[config.mk]
export PLATFORM = sky130hd
export DESIGN_NAME = umtrx_ctrl_core
export DESIGN_NICKNAME = d
export VERILOG_FILES = /design/src/design/core_pkg.sv /design/src/design/wb_decoder.sv /design/src/design/settings_regs.sv /design/src/design/vita_timer.sv /design/src/design/readback_mux.sv /design/src/design/boot_reset_ctrl.sv /design/src/design/umtrx_ctrl_core.sv
export SDC_FILE = /design/constraint.sdc
export NUM_CORES = 1
export LEC_CHECK = 0
export BUFFER_PORTS_ARGS = -buffer_cell sky130_fd_sc_hd__buf_2
export CAP_MARGIN = 20
export CORE_MARGIN = 4
export CORE_UTILIZATION = 59
export DETAILED_ROUTE_END_ITERATION = 7
export PLACE_DENSITY = 0.77
export SYNTH_ARGS = -nofsm -noshare
export SYNTH_HDL_FRONTEND = slang
export SYNTH_SLANG_ARGS = --single-unit
export TNS_END_PERCENT = 1
[constraint.sdc]
create_clock -name wb_clk -period 2.9 [get_ports wb_clk]
set_input_delay 0.29 -clock wb_clk [delete_from_list [all_inputs] [get_ports wb_clk]]
set_output_delay 0.29 -clock wb_clk [all_outputs]
set_load 0.005 [all_outputs]
[src/design/core_pkg.sv]
/*
  Shared definitions for the wb_clk control plane.
  Settings addresses are word addresses (byte address bits 9:2) inside
  the settings window. Window decode looks at byte address bits 15:8 only.
  Readback indices select 32-bit words inside the 64-byte readback window.
*/
package core_pkg;

   //////////////////////////////
   // Bus widths
   //////////////////////////////
   localparam int WB_DW  = 32;
   localparam int WB_AW  = 16;
   localparam int WB_SW  = 4;
   localparam int SET_AW = 8;

   // Window decode on adr[15:8]
   localparam logic [7:0] SET_WIN_BASE = 8'h70;
   localparam logic [7:0] SET_WIN_MASK = 8'hF0;
   localparam logic [7:0] RB_WIN_BASE  = 8'h5C;
   localparam logic [7:0] RB_WIN_MASK  = 8'hFC;

   //////////////////////////////
   // Settings bus map
   //////////////////////////////
   localparam logic [SET_AW-1:0] SR_MISC   = 8'd0;
   localparam logic [SET_AW-1:0] SR_TIME64 = 8'd10;
   localparam logic [SET_AW-1:0] SR_DIVSW  = 8'd180;

   // Offsets from SR_MISC
   localparam logic [SET_AW-1:0] SR_LMS_RES_OFS = 8'd0;
   localparam logic [SET_AW-1:0] SR_LED_SW_OFS  = 8'd3;
   localparam logic [SET_AW-1:0] SR_PHY_OFS     = 8'd4;
   localparam logic [SET_AW-1:0] SR_BLDR_OFS    = 8'd5;
   localparam logic [SET_AW-1:0] SR_LED_SRC_OFS = 8'd6;

   // Offsets from SR_TIME64
   localparam logic [SET_AW-1:0] SR_TIME_HI_OFS = 8'd0;
   localparam logic [SET_AW-1:0] SR_TIME_LO_OFS = 8'd1;

   // Reset values and constants
   localparam logic [7:0]       LED_SRC_RESET = 8'h1E;
   localparam logic             DIVSW_RESET   = 1'b1;
   localparam logic [WB_DW-1:0] COMPAT_NUM    = {16'd9, 16'd0};

   // Readback word indices
   localparam logic [3:0] RB_TIME_HI     = 4'd10;
   localparam logic [3:0] RB_TIME_LO     = 4'd11;
   localparam logic [3:0] RB_COMPAT      = 4'd12;
   localparam logic [3:0] RB_MISC_STATUS = 4'd13;
   localparam logic [3:0] RB_PPS_HI      = 4'd14;
   localparam logic [3:0] RB_PPS_LO      = 4'd15;

   // Bootloader reset controller states
   typedef enum logic {
      BLDR_WAIT = 1'b0,
      BLDR_DONE = 1'b1
   } bldr_state_t;

   //////////////////////////////
   // Bus structs
   //////////////////////////////
   typedef struct packed {
      logic             cyc;
      logic             stb;
      logic             we;
      logic [WB_AW-1:0] adr;
      logic [WB_SW-1:0] sel;
      logic [WB_DW-1:0] dat;
   } wb_req_t;

   typedef struct packed {
      logic             ack;
      logic [WB_DW-1:0] dat;
   } wb_rsp_t;

   typedef struct packed {
      logic              stb;
      logic [SET_AW-1:0] addr;
      logic [WB_DW-1:0]  data;
   } set_bus_t;

endpackage

[src/design/wb_decoder.sv]
/*
  Wishbone classic slave, single access in flight.
  The master must hold adr/we/dat until ack and drop stb the cycle after ack.
  Ack comes two cycles after stb is first sampled. Settings writes are
  full-word and sel is not checked. Unmapped accesses ack with zero data.
*/
`timescale 1ns/1ps

module wb_decoder (
   input  logic                        wb_clk,
   input  logic                        soft_rst_i,
   input  core_pkg::wb_req_t           wb_req_i,
   output core_pkg::wb_rsp_t           wb_rsp_o,
   output core_pkg::set_bus_t          set_bus_o,
   output logic [3:0]                  rb_index_o,
   input  logic [core_pkg::WB_DW-1:0]  rb_data_i
);

   logic                          set_hit;
   logic                          rb_hit;
   logic                          start;
   logic                          busy_q;
   logic                          pend_q;
   logic                          ack_q;
   logic                          rd_rb_q;
   logic [core_pkg::WB_DW-1:0]    dat_q;
   logic                          set_stb_q;
   logic [core_pkg::SET_AW-1:0]   set_addr_q;
   logic [core_pkg::WB_DW-1:0]    set_data_q;

   assign set_hit = (wb_req_i.adr[15:8] & core_pkg::SET_WIN_MASK) == core_pkg::SET_WIN_BASE;
   assign rb_hit  = (wb_req_i.adr[15:8] & core_pkg::RB_WIN_MASK) == core_pkg::RB_WIN_BASE;
   assign start   = wb_req_i.cyc & wb_req_i.stb & ~busy_q;

   // Readback mux registers this word on the accepting edge
   assign rb_index_o = wb_req_i.adr[5:2];

   //////////////////////////////
   // Access tracking
   //////////////////////////////
   always_ff @(posedge wb_clk) begin
      if (soft_rst_i) begin
         busy_q    <= 1'b0;
         pend_q    <= 1'b0;
         ack_q     <= 1'b0;
         set_stb_q <= 1'b0;
      end else begin
         pend_q    <= start;
         ack_q     <= pend_q;
         set_stb_q <= start & wb_req_i.we & set_hit;
         // Busy until the ack cycle has passed, stb is still high then
         if (start) begin
            busy_q <= 1'b1;
         end else if (ack_q) begin
            busy_q <= 1'b0;
         end
      end
   end

   // Settings payload and response data
   always_ff @(posedge wb_clk) begin
      if (start) begin
         set_addr_q <= wb_req_i.adr[9:2];
         set_data_q <= wb_req_i.dat;
         rd_rb_q    <= ~wb_req_i.we & rb_hit;
      end
      if (pend_q) begin
         dat_q <= rd_rb_q ? rb_data_i : '0;
      end
   end

   assign wb_rsp_o.ack   = ack_q;
   assign wb_rsp_o.dat   = dat_q;
   assign set_bus_o.stb  = set_stb_q;
   assign set_bus_o.addr = set_addr_q;
   assign set_bus_o.data = set_data_q;

endmodule

[src/design/settings_regs.sv]
/*
  Setting registers on the wb_clk settings bus.
  A register updates on the edge after its strobe cycle.
  LED source bit 1 selects the hardware run flag, 0 the software value.
  Only run flags exist as hardware LED sources, in bits 4:1.
*/
`timescale 1ns/1ps

module settings_regs (
   input  logic                wb_clk,
   input  logic                soft_rst_i,
   input  core_pkg::set_bus_t  set_bus_i,
   input  logic [3:0]          run_i,
   output logic [1:0]          lms_res_o,
   output logic                phy_reset_n_o,
   output logic                div_sw1_o,
   output logic                div_sw2_o,
   output logic [7:0]          leds_o,
   output logic                bldr_done_o
);

   logic [1:0] lms_res_q;
   logic [7:0] led_sw_q;
   logic [7:0] led_src_q;
   logic       phy_rst_q;
   logic       bldr_done_q;
   logic       div_sw1_q;
   logic       div_sw2_q;
   logic [7:0] led_hw;

   //////////////////////////////
   // Register writes
   //////////////////////////////
   always_ff @(posedge wb_clk) begin
      if (soft_rst_i) begin
         lms_res_q   <= '0;
         led_sw_q    <= '0;
         led_src_q   <= core_pkg::LED_SRC_RESET;
         phy_rst_q   <= 1'b0;
         bldr_done_q <= 1'b0;
         div_sw1_q   <= core_pkg::DIVSW_RESET;
         div_sw2_q   <= core_pkg::DIVSW_RESET;
      end else if (set_bus_i.stb) begin
         case (set_bus_i.addr)
            core_pkg::SR_MISC + core_pkg::SR_LMS_RES_OFS: lms_res_q <= set_bus_i.data[1:0];
            core_pkg::SR_MISC + core_pkg::SR_LED_SW_OFS:  led_sw_q  <= set_bus_i.data[7:0];
            core_pkg::SR_MISC + core_pkg::SR_PHY_OFS:     phy_rst_q <= set_bus_i.data[0];
            core_pkg::SR_MISC + core_pkg::SR_BLDR_OFS:    bldr_done_q <= set_bus_i.data[0];
            core_pkg::SR_MISC + core_pkg::SR_LED_SRC_OFS: led_src_q <= set_bus_i.data[7:0];
            core_pkg::SR_DIVSW:                           div_sw1_q <= set_bus_i.data[0];
            core_pkg::SR_DIVSW + 8'd1:                    div_sw2_q <= set_bus_i.data[0];
            default: begin
            end
         endcase
      end
   end

   //////////////////////////////
   // LED mix
   //////////////////////////////
   // Run flags sit above bit 0, upper bits have no hardware source
   assign led_hw = {3'b000, run_i, 1'b0};
   assign leds_o = (led_src_q & led_hw) | (~led_src_q & led_sw_q);

   // PHY reset pin is active low
   assign phy_reset_n_o = ~phy_rst_q;
   assign lms_res_o     = lms_res_q;
   assign div_sw1_o     = div_sw1_q;
   assign div_sw2_o     = div_sw2_q;
   assign bldr_done_o   = bldr_done_q;

endmodule

[src/design/vita_timer.sv]
/*
  64-bit VITA time counter, one tick per wb_clk.
  Software writes TIME_HI first, then TIME_LO; the TIME_LO write loads both.
  pps_i is asynchronous and goes through a two-flop synchronizer, so the
  captured time lags the pin by three cycles.
*/
`timescale 1ns/1ps

module vita_timer (
   input  logic                wb_clk,
   input  logic                soft_rst_i,
   input  core_pkg::set_bus_t  set_bus_i,
   input  logic                pps_i,
   output logic [63:0]         vita_time_o,
   output logic [63:0]         vita_time_pps_o
);

   logic        time_hi_wr;
   logic        time_lo_wr;
   logic [31:0] time_hi_stage;
   logic [63:0] time_q;
   logic [63:0] pps_time_q;
   logic        pps_meta;
   logic        pps_sync;
   logic        pps_last;
   logic        pps_rise;

   assign time_hi_wr = set_bus_i.stb &&
                       (set_bus_i.addr == core_pkg::SR_TIME64 + core_pkg::SR_TIME_HI_OFS);
   assign time_lo_wr = set_bus_i.stb &&
                       (set_bus_i.addr == core_pkg::SR_TIME64 + core_pkg::SR_TIME_LO_OFS);

   assign pps_rise = pps_sync & ~pps_last;

   // High word waits here for the low word write
   always_ff @(posedge wb_clk) begin
      if (time_hi_wr) begin
         time_hi_stage <= set_bus_i.data;
      end
   end

   //////////////////////////////
   // Counter and PPS capture
   //////////////////////////////
   always_ff @(posedge wb_clk) begin
      if (soft_rst_i) begin
         time_q     <= '0;
         pps_time_q <= '0;
         pps_meta   <= 1'b0;
         pps_sync   <= 1'b0;
         pps_last   <= 1'b0;
      end else begin
         if (time_lo_wr) begin
            time_q <= {time_hi_stage, set_bus_i.data};
         end else begin
            time_q <= time_q + 64'd1;
         end
         pps_meta <= pps_i;
         pps_sync <= pps_meta;
         pps_last <= pps_sync;
         if (pps_rise) begin
            pps_time_q <= time_q;
         end
      end
   end

   assign vita_time_o     = time_q;
   assign vita_time_pps_o = pps_time_q;

endmodule

[src/design/readback_mux.sv]
/*
  Registered 16-word readback selection, one cycle from index to data.
  Words without a source read zero, the router status word included.
  aux_ld_i and button_i are sampled without synchronization.
*/
`timescale 1ns/1ps

module readback_mux (
   input  logic                        wb_clk,
   input  logic                        soft_rst_i,
   input  logic [3:0]                  rb_index_i,
   input  logic [63:0]                 vita_time_i,
   input  logic [63:0]                 vita_time_pps_i,
   input  logic [1:0]                  aux_ld_i,
   input  logic                        button_i,
   output logic [core_pkg::WB_DW-1:0]  rb_data_o
);

   logic [core_pkg::WB_DW-1:0] status_word;
   logic [core_pkg::WB_DW-1:0] rb_data_q;

   // Lock detects and button in bits 18:16
   assign status_word = {13'd0, aux_ld_i[1], aux_ld_i[0], button_i, 16'd0};

   always_ff @(posedge wb_clk) begin
      if (soft_rst_i) begin
         rb_data_q <= '0;
      end else begin
         case (rb_index_i)
            core_pkg::RB_TIME_HI:     rb_data_q <= vita_time_i[63:32];
            core_pkg::RB_TIME_LO:     rb_data_q <= vita_time_i[31:0];
            core_pkg::RB_COMPAT:      rb_data_q <= core_pkg::COMPAT_NUM;
            core_pkg::RB_MISC_STATUS: rb_data_q <= status_word;
            core_pkg::RB_PPS_HI:      rb_data_q <= vita_time_pps_i[63:32];
            core_pkg::RB_PPS_LO:      rb_data_q <= vita_time_pps_i[31:0];
            default:                  rb_data_q <= '0;
         endcase
      end
   end

   assign rb_data_o = rb_data_q;

endmodule

[src/design/boot_reset_ctrl.sv]
/*
  Soft reset for the whole core.
  soft_rst_o follows por_rst and stays high one cycle after it falls.
  The first bldr_done_i after por_rst gives one more soft reset cycle;
  later writes are ignored until the next por_rst.
*/
`timescale 1ns/1ps

module boot_reset_ctrl (
   input  logic wb_clk,
   input  logic por_rst,
   input  logic bldr_done_i,
   output logic soft_rst_o
);

   core_pkg::bldr_state_t state_q;
   logic                  soft_rst_q;

   always_ff @(posedge wb_clk) begin
      if (por_rst) begin
         state_q    <= core_pkg::BLDR_WAIT;
         soft_rst_q <= 1'b1;
      end else begin
         case (state_q)
            core_pkg::BLDR_WAIT: begin
               soft_rst_q <= 1'b0;
               // Bootloader has handed over, restart the core once
               if (bldr_done_i) begin
                  state_q    <= core_pkg::BLDR_DONE;
                  soft_rst_q <= 1'b1;
               end
            end
            default: begin
               soft_rst_q <= 1'b0;
            end
         endcase
      end
   end

   assign soft_rst_o = soft_rst_q;

endmodule

[src/design/umtrx_ctrl_core.sv]
/*
  wb_clk control plane of the radio core.
  Bus decode feeds the settings bus, which feeds the setting registers and
  the time counter. All state is cleared by the internal soft reset.
  run_i carries {tx0, rx0, tx1, rx1} run flags from outside the core.
*/
`timescale 1ns/1ps

module umtrx_ctrl_core (
   input  logic               wb_clk,
   input  logic               por_rst,
   input  core_pkg::wb_req_t  wb_req_i,
   output core_pkg::wb_rsp_t  wb_rsp_o,
   input  logic [3:0]         run_i,
   input  logic               pps_i,
   input  logic [1:0]         aux_ld_i,
   input  logic               button_i,
   output logic [1:0]         lms_res_o,
   output logic               phy_reset_n_o,
   output logic               div_sw1_o,
   output logic               div_sw2_o,
   output logic [7:0]         leds_o
);

   logic                       soft_rst;
   logic                       bldr_done;
   core_pkg::set_bus_t         set_bus;
   logic [3:0]                 rb_index;
   logic [core_pkg::WB_DW-1:0] rb_data;
   logic [63:0]                vita_time;
   logic [63:0]                vita_time_pps;

   //////////////////////////////
   // Bus decode stage
   //////////////////////////////
   wb_decoder i_wb_decoder (
      .wb_clk     (wb_clk),
      .soft_rst_i (soft_rst),
      .wb_req_i   (wb_req_i),
      .wb_rsp_o   (wb_rsp_o),
      .set_bus_o  (set_bus),
      .rb_index_o (rb_index),
      .rb_data_i  (rb_data)
   );

   readback_mux i_readback_mux (
      .wb_clk          (wb_clk),
      .soft_rst_i      (soft_rst),
      .rb_index_i      (rb_index),
      .vita_time_i     (vita_time),
      .vita_time_pps_i (vita_time_pps),
      .aux_ld_i        (aux_ld_i),
      .button_i        (button_i),
      .rb_data_o       (rb_data)
   );

   //////////////////////////////
   // Settings consumers
   //////////////////////////////
   settings_regs i_settings_regs (
      .wb_clk        (wb_clk),
      .soft_rst_i    (soft_rst),
      .set_bus_i     (set_bus),
      .run_i         (run_i),
      .lms_res_o     (lms_res_o),
      .phy_reset_n_o (phy_reset_n_o),
      .div_sw1_o     (div_sw1_o),
      .div_sw2_o     (div_sw2_o),
      .leds_o        (leds_o),
      .bldr_done_o   (bldr_done)
   );

   vita_timer i_vita_timer (
      .wb_clk          (wb_clk),
      .soft_rst_i      (soft_rst),
      .set_bus_i       (set_bus),
      .pps_i           (pps_i),
      .vita_time_o     (vita_time),
      .vita_time_pps_o (vita_time_pps)
   );

   boot_reset_ctrl i_boot_reset_ctrl (
      .wb_clk      (wb_clk),
      .por_rst     (por_rst),
      .bldr_done_i (bldr_done),
      .soft_rst_o  (soft_rst)
   );

endmodule

==> metrics.json, run 1 <==
{
  "netlist_instances": {"value": 1187},
  "synth-warning-count": {"value": 0},
  "worstSkewPairLatency": {"value": 0.54, "unit": "ns"},
  "setup_slack_of_the_most_critical_reg_to_reg_path": {"value": 0.36, "unit": "ns"},
  "cts-htree-levels": {"value": 1},
  "grt_overflow": {"value": 0},
  "synthFlopType": {"value": "sky130_fd_sc_hd__dfxtp_1"},
  "asyncSetResetFlopFracSynth": {"value": 0, "unit": "%"},
  "vias": {"value": 9517},
  "route.layer.met1.wl": {"value": 12600, "unit": "um"},
  "worstPathMaxFanout": {"value": 21},
  "worst_ep_arrival_time": {"value": 2.99, "unit": "ns"},
  "layout_cells_sized_above_1": {"value": 16.9, "unit": "%"},
  "library_cell_with_the_highest_instance_count_after_synthesis": {"value": "sky130_fd_sc_hd__dfxtp_1"},
  "synth-seq-area-share": {"value": 57.7, "unit": "%"},
  "synthToLayoutAreaGrowth": {"value": 19.2, "unit": "%"},
  "clk_pin_slew_worst_paths": {"value": 0.06, "unit": "ns"},
  "timing.rr.end": {"value": "i_vita_timer.vita_time_o[61]"},
  "die_w": {"value": 151, "unit": "um"},
  "finalHoldWorstSlack": {"value": 0.0412, "unit": "ns"},
  "length_of_the_first_detailed_routing_pass_in_iterations": {"value": 7},
  "final.period_utilization": {"value": 87.7, "unit": "%"},
  "status": {"value": "complete, no violations"},
  "grt_setup_unrepaired": {"value": "no"},
  "std_cell_rows": {"value": 52},
  "post_cts_hold_buffer_count": {"value": 40},
  "initial_utilization": {"value": 59.8, "unit": "%"},
  "synthesis.area": {"value": 0.0121, "unit": "mm^2"},
  "num-nets-final": {"value": 1378},
  "core_area": {"value": 0.0202, "unit": "mm^2"},
  "end_kind": {"value": "flop"},
  "r2r_start": {"value": "i_vita_timer.vita_time_o[5]"},
  "timing.setup.tns": {"value": 0, "unit": "ns"},
  "wl_per_cell": {"value": 18.3, "unit": "um"},
  "wire_length_of_the_first_global_routing_pass": {"value": 46200, "unit": "um"},
  "worstHoldPathType": {"value": "in2reg"},
  "hold_violations": {"value": 0},
  "clk_root_buffer_cell": {"value": "sky130_fd_sc_hd__clkbuf_16"},
  "crit_chain": {"value": "nand4_1, or4_1, buf_12, nor4b_2, buf_4, nand3b_1, a311oi_1"},
  "drt_iter0_markers": {"value": 1247},
  "dr_wl_met3": {"value": 2760, "unit": "um"},
  "vias_in_the_first_global_route": {"value": 8935},
  "clock_skew": {"value": 0.0119, "unit": "ns"},
  "cts_max_path_buffers": {"value": 3},
  "crit_required": {"value": 3.35, "unit": "ns"},
  "achievable-frequency": {"value": 393, "unit": "MHz"},
  "synth-seq-cells": {"value": 296},
  "worst_slew_slack_as_a_fraction_of_its_limit": {"value": 40.5, "unit": "%"},
  "grt_start_max_net_pins": {"value": 153},
  "post_synth_num_cell_types": {"value": 54},
  "slew_viol_final": {"value": 0},
  "antenna_found_initial": {"value": 0},
  "power_leakage": {"value": 4.97, "unit": "nW"},
  "cts_tree": {"value": "built"},
  "cts.repair_timing.setup_buffer_count": {"value": 0},
  "ioPinCount": {"value": 111},
  "kind_of_critical_path": {"value": "reg2reg"},
  "cts.sinks": {"value": 296},
  "detailedPlacementHpwl": {"value": 18100, "unit": "um"},
  "syn-mean-instance-area": {"value": 10.2, "unit": "um^2"},
  "numPortBuffers": {"value": 104},
  "synth_nets": {"value": 1253},
  "startpoint_class_of_the_critical_path": {"value": "flop"},
  "max_slew.worst_pin.slew": {"value": 0.892, "unit": "ns"},
  "critical-path-top-delay-family": {"value": "simple AND/OR/NAND/NOR gates"},
  "synth.top_cell.area_share": {"value": 31.6, "unit": "%"},
  "netlist_top_cells_area": {"value": "sky130_fd_sc_hd__dfxtp_1 (32%), sky130_fd_sc_hd__edfxtp_1 (26%), sky130_fd_sc_hd__nand2_1 (5.9%)"},
  "cts_inserted_buffers": {"value": 28},
  "timing.hold.worst_endpoint": {"value": "i_wb_decoder.set_stb_q"},
  "worstRegToRegCells": {"value": 7},
  "fp.dieH": {"value": 151, "unit": "um"},
  "wire_length_after_detailed_routing": {"value": 29300, "unit": "um"},
  "synth_largest_area_cell": {"value": "sky130_fd_sc_hd__dfxtp_1"},
  "ir_worst_vdd": {"value": 0.487, "unit": "mV"},
  "gpl.final_weighted_congestion": {"value": 0.877},
  "met2_wirelength_from_detailed_routing": {"value": 13400, "unit": "um"},
  "critical_path.max_stage_delay": {"value": 0.71, "unit": "ns"},
  "top_signal_layer_used": {"value": "met4"},
  "pwr_density_cell": {"value": 607, "unit": "mW/mm^2"},
  "dieArea": {"value": 0.0229, "unit": "mm^2"},
  "grt_util_all_layers": {"value": 25.3, "unit": "%"},
  "final.min_clock_period": {"value": 2.54, "unit": "ns"},
  "drv_cap": {"value": 0},
  "setup_viol": {"value": 0},
  "route.antenna.remaining_nets": {"value": 0},
  "detail_route.vias_per_cell": {"value": 5.93},
  "timing.critical_path.slowest_stage_cell": {"value": "sky130_fd_sc_hd__or4_1"},
  "hold_start": {"value": "wb_req_i[51]"},
  "synth_common_cells": {"value": "sky130_fd_sc_hd__dfxtp_1 (191), sky130_fd_sc_hd__nand2_1 (190), sky130_fd_sc_hd__edfxtp_1 (105)"},
  "final_core_utilization": {"value": 71.3, "unit": "%"},
  "postCtsResizedCells": {"value": 0},
  "hold_path_depth": {"value": 3},
  "number_of_drc_violations_after_detailed_routing": {"value": 0},
  "timing.critical_path.buf_inv": {"value": 2},
  "number_of_synthesized_flops_with_an_enable_pin": {"value": 105}
}
[flip-flops by register name, indices dropped and copies added, names as in the netlist, 2 cells and up]
register / flops
i_vita_timer.vita_time_o: 64
i_vita_timer.vita_time_pps_o: 64
i_readback_mux.rb_data_o: 32
i_vita_timer.time_hi_stage: 32
i_wb_decoder.dat_q: 32
i_wb_decoder.set_data_q: 32
i_settings_regs.led_src_q: 8
i_settings_regs.led_sw_q: 8
i_wb_decoder.set_addr_q: 8
i_settings_regs.lms_res_o: 2
[through the flow]
| step | total power, W | instances | setup WS, ns | area (um^2) |
|---|---|---|---|---|
| 6_report | 0.00876 | 1605 | 0.358 | 14400 |
| 5_1_grt | 0.00900 | 1604 | 0.231 | 14400 |
| 4_1_cts | 0.00878 | 1604 | 0.375 | 14400 |
| 3_5_place_dp | 0.00472 | 1512 | 0.395 | 13000 |
| 3_3_place_gp | 0.00472 | 1512 | 0.415 | 13000 |
| 2_1_floorplan | 0.00460 | 1187 | 0.698 | 12100 |
[kinds of logic (layout without fill, tap and decap cells)]
group,Yosys count,in the layout,share of synthesized area (%)
other,0,1,0
XOR/XNOR,48,48,3.47
adder cells (fa/ha/maj),1,1,0.103
AO/OA/AOI/OAI,192,192,10.7
flip-flops,296,296,57.7
buffers and inverters,107,254,3.60
multiplexers,37,37,3.10
AND/OR/NAND/NOR,506,506,21.4
[area by class of cell]
cell class,instances,area (um^2)
tap,270,338
fill,1418,5810
clock inverter,13,220
multi-input combinational,784,4720
timing repair buffer,189,1280
clock buffer,39,833
sequential,296,6980
antenna,1,2.50
inverter,13,48.8
[worst max path at each step]
stage                                startpoint                       endpoint  slack (ns)  cells past startpoint
finish              i_vita_timer.vita_time_o[5]   i_vita_timer.vita_time_o[61]        0.36                      7
detailed placement  i_vita_timer.vita_time_o[5]   i_vita_timer.vita_time_o[61]        0.40                      7
CTS                 i_vita_timer.vita_time_o[5]   i_vita_timer.vita_time_o[61]        0.38                      7
global route        i_vita_timer.vita_time_o[5]   i_vita_timer.vita_time_o[61]        0.23                      7
floorplan            i_wb_decoder.set_addr_q[7]  i_vita_timer.time_hi_stage[0]        0.70                      3
global placement    i_vita_timer.vita_time_o[5]   i_vita_timer.vita_time_o[61]        0.42                      7
[power breakdown]
part | internal, W | switching (W)
Combinational | 0.000117 | 0.000174
Clock | 0.00254 | 0.00154
Sequential | 0.00435 | 0.0000437
Total | 0.00700 | 0.00176
[routing by layer]
metal	vias to the layer above	track usage (%)
li1	4527	-
met1	4483	37.2
met2	452	39.3
met3	55	3.20
met4	0	7.57
met5	-	0
[worst reg2reg max path: cells and delay by family (launching register included)]
family | cells | cell delay [ns]
and+or+nand+nor | 4 | 1.27
AOI/OAI and AO/OA | 1 | 0.25
DFF | 1 | 0.45
buffers and inverters | 2 | 0.48
[cells in the final DEF (no fill, tap or decap), types with 12 or more instances in the layout]
cell and instances:
sky130_fd_sc_hd__and2_1 34, sky130_fd_sc_hd__a21oi_1 96, sky130_fd_sc_hd__dlygate4sd3_1 40, sky130_fd_sc_hd__nand4_1 26
sky130_fd_sc_hd__nor3_1 17, sky130_fd_sc_hd__nor2_1 85, sky130_fd_sc_hd__nor2b_1 12, sky130_fd_sc_hd__nand3_1 43
sky130_fd_sc_hd__a211oi_1 49, sky130_fd_sc_hd__dfxtp_1 190, sky130_fd_sc_hd__clkbuf_16 29, sky130_fd_sc_hd__edfxtp_1 105
sky130_fd_sc_hd__nand2_1 190, sky130_fd_sc_hd__mux2i_1 33, sky130_fd_sc_hd__inv_1 13, sky130_fd_sc_hd__nor4_2 14
sky130_fd_sc_hd__buf_2 104, sky130_fd_sc_hd__and4_1 12, sky130_fd_sc_hd__buf_4 43, sky130_fd_sc_hd__and3_1 17
sky130_fd_sc_hd__xnor2_1 42, sky130_fd_sc_hd__a222oi_1 31, sky130_fd_sc_hd__nor4_1 19
Power figures use the tool's default switching activity.
==> inputs of run 2 (changes only) <==
clock period = 2.5 ns   (was 2.9 ns; I/O delays follow)
==> metrics.json, run 2 (synthesis results as in run 1) <==
{
  "worst_slew_slack_as_a_fraction_of_its_limit": {"value": 49.1, "unit": "%"},
  "cts-htree-levels": {"value": 1},
  "groute.layer.met3.usage": {"value": 4.04, "unit": "%"},
  "num-fill-cells": {"value": 1388},
  "initial_utilization": {"value": 59.8, "unit": "%"},
  "wl_per_cell": {"value": 18.3, "unit": "um"},
  "cts_max_path_buffers": {"value": 3},
  "hold_violations": {"value": 0},
  "hold_path_depth": {"value": 3},
  "number_of_drc_violations_after_detailed_routing": {"value": 0},
  "most-common-layout-cells": {"value": "sky130_fd_sc_hd__nand2_1 (190), sky130_fd_sc_hd__dfxtp_1 (190), sky130_fd_sc_hd__edfxtp_1 (105)"},
  "antenna_cells_inserted": {"value": 0},
  "vias_in_the_first_global_route": {"value": 9009},
  "route.antenna.remaining_nets": {"value": 0},
  "fraction_of_power_spent_switching_nets": {"value": 20.5, "unit": "%"},
  "numPortBuffers": {"value": 104},
  "kind_of_critical_path": {"value": "reg2reg"},
  "achievable-frequency": {"value": 423, "unit": "MHz"},
  "grt_start_max_net_pins": {"value": 102},
  "detailedPlacementHpwl": {"value": 18500, "unit": "um"},
  "core_area": {"value": 0.0202, "unit": "mm^2"},
  "max_slew.worst_pin.slew": {"value": 0.763, "unit": "ns"},
  "multi_input_area": {"value": 0.00472, "unit": "mm^2"},
  "grt_setup_unrepaired": {"value": "no"},
  "final.period_utilization": {"value": 94.6, "unit": "%"},
  "cts_tree": {"value": "built"},
  "gpl.final_weighted_congestion": {"value": 0.882},
  "num-nets-final": {"value": 1401},
  "ff_latch_area": {"value": 0.00698, "unit": "mm^2"},
  "worstPathMaxFanout": {"value": 47},
  "wire_length_of_the_first_global_routing_pass": {"value": 47400, "unit": "um"},
  "power_leakage": {"value": 5.10, "unit": "nW"},
  "setup_slack_of_the_most_critical_reg_to_reg_path": {"value": 0.13, "unit": "ns"},
  "timing.rr.end": {"value": "i_vita_timer.vita_time_o[63]"},
  "clk_pin_slew_worst_paths": {"value": 0.07, "unit": "ns"},
  "r2r_start": {"value": "i_wb_decoder.set_addr_q[2]"},
  "combPwrFrac": {"value": 3.4, "unit": "%"},
  "drt_iter0_markers": {"value": 1270},
  "global_route.usage.met2": {"value": 40.4, "unit": "%"},
  "clock_skew": {"value": 0.00965, "unit": "ns"},
  "fp.dieH": {"value": 151, "unit": "um"},
  "setup_viol": {"value": 0},
  "drv_cap": {"value": 0},
  "timing.hold.worst_endpoint": {"value": "i_wb_decoder.rd_rb_q"},
  "worstHoldPathType": {"value": "in2reg"},
  "cts.repair_timing.setup_buffer_count": {"value": 0},
  "grt_util_all_layers": {"value": 25.9, "unit": "%"},
  "startpoint_class_of_the_critical_path": {"value": "flop"},
  "timing.setup.tns": {"value": 0, "unit": "ns"},
  "power_frac_seq": {"value": 49.8, "unit": "%"},
  "antenna_found_initial": {"value": 0},
  "die_w": {"value": 151, "unit": "um"},
  "power.clock.fraction": {"value": 46.8, "unit": "%"},
  "globalRoute.busiestLayer": {"value": "met2"},
  "hold_start": {"value": "wb_req_i[46]"},
  "cts_inserted_buffers": {"value": 29},
  "final.min_clock_period": {"value": 2.37, "unit": "ns"},
  "pwr_density_cell": {"value": 697, "unit": "mW/mm^2"},
  "power_switching": {"value": 0.00210, "unit": "W"},
  "worstSkewPairLatency": {"value": 0.54, "unit": "ns"},
  "layout_cells_sized_above_1": {"value": 18.2, "unit": "%"},
  "cell_internal_pwr": {"value": 0.00814, "unit": "W"},
  "detail_route.vias_per_cell": {"value": 5.88},
  "end_kind": {"value": "flop"},
  "grt_overflow": {"value": 0},
  "std_cell_rows": {"value": 52},
  "dieArea": {"value": 0.0229, "unit": "mm^2"},
  "slew_viol_final": {"value": 0},
  "worst_ep_arrival_time": {"value": 2.82, "unit": "ns"},
  "cts.sinks": {"value": 296},
  "worstRegToRegCells": {"value": 6},
  "global_route.usage.met1": {"value": 38.5, "unit": "%"},
  "synthToLayoutAreaGrowth": {"value": 21.3, "unit": "%"},
  "vias": {"value": 9573},
  "length_of_the_first_detailed_routing_pass_in_iterations": {"value": 8},
  "ir_worst_vdd": {"value": 0.527, "unit": "mV"},
  "wire_length_after_detailed_routing": {"value": 29700, "unit": "um"},
  "finalHoldWorstSlack": {"value": 0.0572, "unit": "ns"},
  "clk_root_buffer_cell": {"value": "sky130_fd_sc_hd__clkbuf_16"},
  "ioPinCount": {"value": 111},
  "status": {"value": "complete, no violations"},
  "crit_required": {"value": 2.95, "unit": "ns"}
}
==> run 2: area by class of cell <==
| type | count | share of cell area (%) |
|---|---|---|
| Multi-Input combinational cell | 784 | 32.2 |
| Clock buffer | 30 | 4.97 |
| Tap cell | 270 | 2.30 |
| Inverter | 13 | 0.332 |
| Sequential cell | 296 | 47.5 |
| Clock inverter | 23 | 2.28 |
| Timing Repair Buffer | 211 | 10.4 |
==> run 2: through the flow <==
stage	worst slack [ns]	util, %	total power (W)	cells	cell area [um^2]
2_1_floorplan	0.298	-	0.00534	1187	12100
3_3_place_gp	0.244	65.2	0.00548	1532	13200
3_5_place_dp	0.194	65.2	0.00549	1532	13200
4_1_cts	0.167	72.5	0.0103	1627	14700
5_1_grt	0.00477	72.6	0.0105	1627	14700
6_report	0.135	72.6	0.0102	1627	14700
==> run 2: worst max-delay path by stage <==
stage | startpoint | endpoint | slack (ns) | cells past startpoint
finish | i_wb_decoder.set_addr_q[2] | i_vita_timer.vita_time_o[63] | 0.13 | 6
global route | i_wb_decoder.set_addr_q[2] | i_vita_timer.vita_time_o[52] | 0.005 | 6
CTS | i_vita_timer.vita_time_o[5] | i_vita_timer.vita_time_o[61] | 0.17 | 7
global placement | i_vita_timer.vita_time_o[5] | i_vita_timer.vita_time_o[61] | 0.24 | 7
floorplan | i_wb_decoder.set_addr_q[7] | i_vita_timer.time_hi_stage[0] | 0.30 | 3
detailed placement | i_vita_timer.vita_time_o[5] | i_vita_timer.vita_time_o[61] | 0.19 | 7
==> run 2: repair_timing <==
item | in CTS | in global routing
hold buffers | 42 | 0
endpoints found under the hold margin | 41 | 0
resized for setup | 0 | 1
endpoints found under the setup margin | 0 | 1
==> run 2: power groups by stage <==
stage                     registers [W]  logic [W]  clock network [W]
after floorplan                 0.00519   0.000150                  0
after global placement          0.00520   0.000281                  0
after detailed placement        0.00520   0.000286                  0
after CTS                       0.00510   0.000337            0.00485
after global routing            0.00510   0.000372            0.00506
final                           0.00510   0.000344            0.00479
==> run 2: routing by layer <==
layer  part of all wire [%]  vias up
met5                      0        -
li1                       -     4573
met4                    1.6        0
met3                    9.6       46
met2                     46      439
met1                     43     4515
==> run 2: critical path, stage by stage, from the launching register on <==
cell and delay, ns:
sky130_fd_sc_hd__edfxtp_1 0.45, sky130_fd_sc_hd__or4b_1 0.60, sky130_fd_sc_hd__or4_1 0.54, sky130_fd_sc_hd__buf_12 0.21, sky130_fd_sc_hd__o31ai_1 0.10, sky130_fd_sc_hd__o221ai_1 0.17, sky130_fd_sc_hd__nor3_1 0.20
